File: src/hw/scb_pkg.sv
package scb_pkg;

    // scoreboard geometry
    localparam int NUM_UNITS = 4;

    // entry index, also the bit order of a grant mask
    localparam int UNIT_ALU0 = 0;
    localparam int UNIT_ALU1 = 1;
    localparam int UNIT_BEU  = 2;
    localparam int UNIT_LSU  = 3;

    localparam int REG_W = 5;
    localparam int SID_W = 3;

    typedef logic [REG_W-1:0] reg_idx_t;

    // top bit is the wrap bit
    typedef logic [SID_W:0] sid_t;

    typedef logic [NUM_UNITS-1:0] unit_mask_t;

    typedef enum logic [1:0] {
        EXE_ALU = 2'd0,
        EXE_BEU = 2'd1,
        EXE_LSU = 2'd2
    } exe_class_e;

    // one decode slot
    typedef struct packed {
        logic       valid;
        exe_class_e exe_class;
        reg_idx_t   rd;
        reg_idx_t   rs1;
        reg_idx_t   rs2;
    } dec_req_t;

    typedef struct packed {
        logic       stall;
        sid_t       sid;
        unit_mask_t grant;
    } dec_rsp_t;

    // one operand-read slot
    typedef struct packed {
        logic     valid;
        sid_t     sid;
        reg_idx_t rd;
        reg_idx_t rs1;
        reg_idx_t rs2;
    } op_req_t;

    typedef struct packed {
        logic     valid;
        sid_t     sid;
        reg_idx_t rd;
    } wb_req_t;

    typedef struct packed {
        logic     busy;
        reg_idx_t rd;
        sid_t     sid;
    } scb_entry_t;

    // true when a is younger than b
    function automatic logic sid_newer(sid_t a, sid_t b);
        if (a[SID_W] == b[SID_W]) begin
            return a[SID_W-1:0] > b[SID_W-1:0];
        end
        return a[SID_W-1:0] < b[SID_W-1:0];
    endfunction

endpackage
File: src/hw/scb_top.sv
`timescale 1ns/1ps

module scb_top (
    input  logic                        clk,
    input  logic                        rst_n,
    input  scb_pkg::dec_req_t [1:0]     dec_i,
    input  scb_pkg::op_req_t  [1:0]     op_i,
    input  scb_pkg::wb_req_t  [1:0]     wb_i,
    output scb_pkg::dec_rsp_t [1:0]     dec_o,
    output logic              [1:0]     op_stall_o
);

    import scb_pkg::*;

    scb_entry_t [NUM_UNITS-1:0] entries;
    unit_mask_t [1:0]           grant;
    sid_t       [1:0]           sid;

    scb_issue u_issue (
        .clk       (clk),
        .rst_n     (rst_n),
        .dec_i     (dec_i),
        .entries_i (entries),
        .dec_o     (dec_o),
        .grant_o   (grant),
        .sid_o     (sid)
    );

    scb_table u_table (
        .clk       (clk),
        .rst_n     (rst_n),
        .grant_i   (grant),
        .sid_i     (sid),
        .dec_i     (dec_i),
        .wb_i      (wb_i),
        .entries_o (entries)
    );

    // operand stage sees the registered entries
    scb_raw_check u_raw_check (
        .op_i       (op_i),
        .entries_i  (entries),
        .op_stall_o (op_stall_o)
    );

endmodule

File: src/hw/scb_raw_check.sv
`timescale 1ns/1ps

module scb_raw_check (
    input  scb_pkg::op_req_t    [1:0]                       op_i,
    input  scb_pkg::scb_entry_t [scb_pkg::NUM_UNITS-1:0]    entries_i,
    output logic                [1:0]                       op_stall_o
);

    import scb_pkg::*;

    logic [1:0] hit_entry;
    logic [1:0] hit_peer;

    // older busy producers of rs1 or rs2
    always_comb begin
        hit_entry = '0;
        for (int s = 0; s < 2; s++) begin
            for (int u = 0; u < NUM_UNITS; u++) begin
                if (entries_i[u].busy &&
                    (entries_i[u].rd == op_i[s].rs1 || entries_i[u].rd == op_i[s].rs2) &&
                    sid_newer(op_i[s].sid, entries_i[u].sid)) begin
                    hit_entry[s] = 1'b1;
                end
            end
        end
    end

    // producer in the other operand slot, only when that one is older
    always_comb begin
        for (int s = 0; s < 2; s++) begin
            hit_peer[s] = op_i[1-s].valid &&
                          (op_i[1-s].rd == op_i[s].rs1 || op_i[1-s].rd == op_i[s].rs2) &&
                          sid_newer(op_i[s].sid, op_i[1-s].sid);
        end
    end

    always_comb begin
        for (int s = 0; s < 2; s++) begin
            op_stall_o[s] = op_i[s].valid && (hit_entry[s] || hit_peer[s]);
        end
    end

endmodule

File: src/hw/scb_table.sv
`timescale 1ns/1ps

module scb_table (
    input  logic                                            clk,
    input  logic                                            rst_n,
    input  scb_pkg::unit_mask_t [1:0]                       grant_i,
    input  scb_pkg::sid_t       [1:0]                       sid_i,
    input  scb_pkg::dec_req_t   [1:0]                       dec_i,
    input  scb_pkg::wb_req_t    [1:0]                       wb_i,
    output scb_pkg::scb_entry_t [scb_pkg::NUM_UNITS-1:0]    entries_o
);

    import scb_pkg::*;

    logic [NUM_UNITS-1:0] busy_q;
    reg_idx_t             rd_q  [NUM_UNITS];
    sid_t                 sid_q [NUM_UNITS];
    unit_mask_t           release_hit;

    // writeback frees the entry holding its sid
    always_comb begin
        for (int u = 0; u < NUM_UNITS; u++) begin
            release_hit[u] = busy_q[u] &&
                             ((wb_i[0].valid && wb_i[0].sid == sid_q[u]) ||
                              (wb_i[1].valid && wb_i[1].sid == sid_q[u]));
        end
    end

    // grant wins over release
    always_ff @(posedge clk or negedge rst_n) begin
        if (!rst_n) begin
            busy_q <= '0;
        end else begin
            for (int u = 0; u < NUM_UNITS; u++) begin
                if (grant_i[0][u] || grant_i[1][u]) begin
                    busy_q[u] <= 1'b1;
                end else if (release_hit[u]) begin
                    busy_q[u] <= 1'b0;
                end
            end
        end
    end

    always_ff @(posedge clk) begin
        for (int u = 0; u < NUM_UNITS; u++) begin
            if (grant_i[0][u]) begin
                rd_q[u]  <= dec_i[0].rd;
                sid_q[u] <= sid_i[0];
            end else if (grant_i[1][u]) begin
                rd_q[u]  <= dec_i[1].rd;
                sid_q[u] <= sid_i[1];
            end
        end
    end

    always_comb begin
        for (int u = 0; u < NUM_UNITS; u++) begin
            entries_o[u].busy = busy_q[u];
            entries_o[u].rd   = rd_q[u];
            entries_o[u].sid  = sid_q[u];
        end
    end

    // issue only hands out free entries
    a_grant_free: assert property (
        @(posedge clk) disable iff (!rst_n)
        ((grant_i[0] | grant_i[1]) & busy_q) == '0
    );

    a_grant_disjoint: assert property (
        @(posedge clk) disable iff (!rst_n)
        (grant_i[0] & grant_i[1]) == '0
    );

endmodule

File: src/hw/scb_issue.sv
`timescale 1ns/1ps

module scb_issue (
    input  logic                                            clk,
    input  logic                                            rst_n,
    input  scb_pkg::dec_req_t   [1:0]                       dec_i,
    input  scb_pkg::scb_entry_t [scb_pkg::NUM_UNITS-1:0]    entries_i,
    output scb_pkg::dec_rsp_t   [1:0]                       dec_o,
    output scb_pkg::unit_mask_t [1:0]                       grant_o,
    output scb_pkg::sid_t       [1:0]                       sid_o
);

    import scb_pkg::*;

    unit_mask_t free;
    unit_mask_t pick0;
    unit_mask_t pick1;
    logic [1:0] waw;
    logic       same_rd;
    logic [1:0] stall;
    sid_t       sid_q;

    // alu0 first, alu1 as fallback
    function automatic unit_mask_t pick_unit(exe_class_e cls, unit_mask_t avail);
        unit_mask_t pick;
        pick = '0;
        case (cls)
            EXE_ALU: begin
                if (avail[UNIT_ALU0]) begin
                    pick[UNIT_ALU0] = 1'b1;
                end else if (avail[UNIT_ALU1]) begin
                    pick[UNIT_ALU1] = 1'b1;
                end
            end
            EXE_BEU: begin
                pick[UNIT_BEU] = avail[UNIT_BEU];
            end
            EXE_LSU: begin
                pick[UNIT_LSU] = avail[UNIT_LSU];
            end
            default: begin
                pick = '0;
            end
        endcase
        return pick;
    endfunction

    always_comb begin
        for (int u = 0; u < NUM_UNITS; u++) begin
            free[u] = !entries_i[u].busy;
        end
    end

    // slot 1 must not take what slot 0 got
    assign pick0 = pick_unit(dec_i[0].exe_class, free);
    assign pick1 = pick_unit(dec_i[1].exe_class, free & ~grant_o[0]);

    // write-after-write against busy entries
    always_comb begin
        waw = '0;
        for (int s = 0; s < 2; s++) begin
            for (int u = 0; u < NUM_UNITS; u++) begin
                if (entries_i[u].busy && entries_i[u].rd == dec_i[s].rd) begin
                    waw[s] = 1'b1;
                end
            end
        end
    end

    assign same_rd = dec_i[0].valid && dec_i[0].rd == dec_i[1].rd;

    assign stall[0] = dec_i[0].valid && (pick0 == '0 || waw[0]);

    // in-order issue: slot 1 never passes slot 0
    assign stall[1] = dec_i[1].valid &&
                      (pick1 == '0 || waw[1] || same_rd || stall[0]);

    assign grant_o[0] = (dec_i[0].valid && !stall[0]) ? pick0 : '0;
    assign grant_o[1] = (dec_i[1].valid && !stall[1]) ? pick1 : '0;

    assign sid_o[0] = sid_q;
    assign sid_o[1] = sid_q + sid_t'(1);

    always_comb begin
        for (int s = 0; s < 2; s++) begin
            dec_o[s].stall = stall[s];
            dec_o[s].sid   = sid_o[s];
            dec_o[s].grant = grant_o[s];
        end
    end

    // two ids are consumed per accepted cycle
    always_ff @(posedge clk or negedge rst_n) begin
        if (!rst_n) begin
            sid_q <= '0;
        end else if (grant_o[0] != '0 || grant_o[1] != '0) begin
            sid_q <= sid_q + sid_t'(2);
        end
    end

    a_grant_onehot: assert property (
        @(posedge clk) disable iff (!rst_n)
        $onehot0(grant_o[0]) && $onehot0(grant_o[1])
    );

endmodule

File: config.mk
export PLATFORM = sky130hd
export DESIGN_NAME = scb_top
export DESIGN_NICKNAME = d
export VERILOG_FILES = /design/src/hw/scb_pkg.sv /design/src/hw/scb_top.sv /design/src/hw/scb_raw_check.sv /design/src/hw/scb_table.sv /design/src/hw/scb_issue.sv
export SDC_FILE = /design/constraint.sdc
export NUM_CORES = 1
export LEC_CHECK = 0
export ABC_AREA = 1
export BUFFER_PORTS_ARGS = -buffer_cell sky130_fd_sc_hd__buf_2
export CAP_MARGIN = 5
export CORE_MARGIN = 2
export CORE_UTILIZATION = 42
export CTS_BUF_LIST = sky130_fd_sc_hd__clkbuf_4
export CTS_CLUSTER_SIZE = 40
export DETAILED_ROUTE_END_ITERATION = 7
export GPL_ROUTABILITY_DRIVEN = 0
export PLACE_DENSITY = 0.61
export SKIP_LAST_GASP = 1
export SLEW_MARGIN = 20
export SYNTH_ARGS = -nofsm -noshare
export SYNTH_HDL_FRONTEND = slang
export SYNTH_HIERARCHICAL = 1
export SYNTH_SLANG_ARGS = --single-unit
File: constraint.sdc
create_clock -name clk -period 2.7 [get_ports clk]
set_clock_uncertainty 0.2 [all_clocks]
set_input_delay 0.135 -clock clk [delete_from_list [all_inputs] [get_ports clk]]
set_output_delay 0.135 -clock clk [all_outputs]
set_load 0.005 [all_outputs]
==> impl_metrics.yaml <==
clock_network:
  cts_made_buffers: 5
  clkSlewWorstSetupHoldPaths_ns: 0.13
  root_buffer: "clkbuf_4"
  cts.path.max_buffers: 2
  clkLatencyLatePin_ns: 0.36
  h-tree-depth: 2
  cts_tree: "done"
  clock-sinks: 43
power_and_ir_drop:
  switching_power_mw: 1.33
  p_clk_frac: 0.139
  p_comb_frac: 0.526
  power_density_nw_per_um2: 422
  seqPwrFrac: 0.335
  p_leak_nw: 4.09
  p_int_mw: 1.70
  peakVddDrop_mv: 0.527
  swShare: 0.438
routing:
  drc: 0
  antenna_left: 0
  wl_mm: 18.5
  dr.first_iter.drc_count: 503
  avgRoutedWirePerCell_um: 14.0
  vias: 6458
  firstDrtPassIters: 5
  via_per_inst: 4.89
place:
  dpl_cell_area_um2: 6750
  portBuffers: 85
  dpl.hpwl_mm: 14.3
run_status:
  status: "complete, but fails checks"
  violations: "negative setup slack"
timing:
  post-route-period-util: 1.00
  fmax_mhz: 369
  tns_ns: -0.0119
  holdWs_ns: 0.0580
  min_period_ns: 2.71
  setup_violations: 3
  hold_viol: 0
  rsz0062_at_grt: "yes"
  timing.final.ws_setup_ns: -0.0104
  finalMaxSlewViolations: 0
worst_setup_path:
  cpPeakStageDelay_ns: 0.46
  crit_type: "reg -> out"
  cp-start-kind: "flip-flop"
  path_buf_inv: 3
  end_kind: "output port"
  slowest_stage: "dfrtp_2"
  cp_top_family: "simple AND/OR/NAND/NOR gates"
  critical_path_required_ns: 2.37
  rrSetupSlack_ns: 0.01
  cp_max_fo: 5
  crit_chain: "nor2_1 > nor3_4 > nor2_4 > nand4_1 > nand2_2 > nand2_2 > inv_2 > nand3_4 > nand3_4 > nor2_4 > buf_6 > buf_6"
  cp_data_arrival_time_ns: 2.38
global_routing:
  grt_pass1_wl_mm: 28.8
  grt_pass1_vias: 5718
  grt_antenna_before_repair: 0
  gr-usage-all-layers: 0.227
  grt_overflow: 0
  grt_max_degree: 19
layout:
  finalNetCount: 1262
  syn2layout_area_growth_pct: 17.6
  multi_input_comb_area_um2: 4070
  drive_above_1_share: 0.186
  fillers: 1521
  n_antenna_cell: 0
  design_area_um2: 7170
  post-route-util: 0.499
  regArea_um2: 1260
yosys:
  ys_seq_area_frac: 0.206
  avgSynthCellArea_um2: 5.89
  synth_area_leader_cell: "nand2_1"
  synth_area_leaders: "nand2_1 (24%), edfxtp_1 (18%), inv_1 (8.6%), nor2_1 (7.6%), ha_1 (5.7%)"
  ys_ff_latch: 43
  synth-edff-count: 36
  synth_top_cell_area_share: 0.241
  ys_types: 36
  synth_area_um2: 6100
  synthCells: 1035
  ys_warn_count: 6
  synthArstFlopShare: 0.163
  synth_flop_cell: "edfxtp_1"
die:
  rows: 44
  core-area_um2: 14400
  pin_count: 118
  die_h_um: 124
  start_util: 0.424
  die_w_um: 124
  die-area_um2: 15500
run:
  cap_viol_max_count: 0
hold_path:
  hp-class: "in -> reg"
==> synth_stat cells (3+ instances only) <==
cell type  instances
inv_1            139
buf_4             34
clkbuf_2           6
nor2_1           123
xor2_1            36
dfrtp_1            7
inv_2             18
o21ai_0           52
nand3b_1          11
nand2_1          391
a221oi_1           4
edfxtp_1          36
nand3_1           52
xnor2_1           22
a21oi_1           19
nand2_2            7
nor3_1             6
o22ai_1            8
nor2_2             5
ha_1              28
nand4_1            3
buf_2              7
==> per-layer routing <==
| metal | GRT usage | up-vias | part of all wire |
|---|---|---|---|
| li1 | - | 3380 | - |
| met1 | 0.315 | 2832 | 0.46 |
| met2 | 0.392 | 223 | 0.47 |
| met3 | 0.0155 | 23 | 0.058 |
| met4 | 0.0436 | 0 | 0.015 |
| met5 | 0 | - | 0 |
==> through the flow <==
step	power, mW	std cells	setup WS (ns)
2_1_floorplan	2.01	1037	0.153
3_3_place_gp	2.46	1295	0.00637
3_5_place_dp	2.48	1295	-0.0185
4_1_cts	2.91	1307	-0.0300
5_1_grt	3.28	1321	-0.132
6_report	3.03	1321	-0.0104
==> worst reg2reg max path, stage by stage (launching register included) <==
cell	delay (ns)
dfrtp_2	0.46
nor2_1	0.33
nor3_4	0.11
nor2_4	0.17
nand4_4	0.12
nand2_2	0.12
nand2_4	0.08
nand3_4	0.09
nand3_4	0.13
nor2_4	0.17
buf_6	0.16
nand2_8	0.08
nand2_1	0.11
o21ai_0	0.12
==> power by group through the flow <==
stage,Clock [mW],Sequential (mW),Combinational [mW]
final,0.421,1.02,1.59
after detailed placement,0,1.02,1.46
after CTS,0.429,1.01,1.48
after floorplan,0,0.986,1.02
after global placement,0,1.02,1.44
after global routing,0.456,1.03,1.79
==> final cells by class <==
cell class                      instances  area share
Timing Repair Buffer                  139       0.130
Inverter                              157      0.0822
Multi-Input combinational cell        790       0.568
Tap cell                              184      0.0321
Sequential cell                        43       0.176
Clock inverter                          2     0.00523
Clock buffer                            6     0.00628
==> path summary, 6_finish.rpt <==
path                                        start            endpoint  cells past startpoint
worst max-delay path            u_table/busy_q[0]           dec_o[11]                     12
worst min-delay path                    dec_i[14]  u_table/rd_q[2][4]                      3
worst max register to register  u_table/busy_q[0]  u_table/rd_q[3][4]                     13
worst min register to register   u_issue/sid_q[2]    u_issue/sid_q[2]                      2
max in group asynchronous                   rst_n   u_table/busy_q[3]                      3
min in group asynchronous                   rst_n    u_issue/sid_q[3]                      3
==> state kept, by name, indices dropped and copies added, names as in the netlist <==
name            cells
u_table/sid_q      16
u_table/busy_q      4
u_issue/sid_q       3
u_table/rd_q       20
==> repair_timing <==
action | CTS | global route
pin swaps | 0 | 18
cloned | 0 | 2
setup endpoints to repair | 29 | 77
hold buffers | 3 | 0
gates resized for setup | 5 | 45
endpoints found under the hold margin | 8 | 0
setup buffers | 1 | 12
==> kinds of logic (layout without fill, tap and decap cells) <==
family,Yosys count,count (layout),synth area share
AOI/OAI and AO/OA,87,87,0.0776
xor gates and xnor gates,60,60,0.0905
adders and majority gates,28,28,0.0575
buffers and inverters,206,304,0.153
DFF,43,43,0.206
other,2,4,0.00123
and+or+nand+nor,609,611,0.414
==> cell usage in the layout (no fill, tap or decap), types with 8 or more instances in the layout <==
master / instances
nand3b_1: 11
nand3_1: 51
xor2_1: 36
nand2_2: 8
xnor2_1: 22
buf_2: 82
o21ai_0: 48
buf_4: 42
ha_1: 28
inv_1: 134
a21oi_1: 19
nand2_1: 385
nor2_1: 117
edfxtp_1: 36
inv_2: 23
Power figures use the tool's default switching activity.
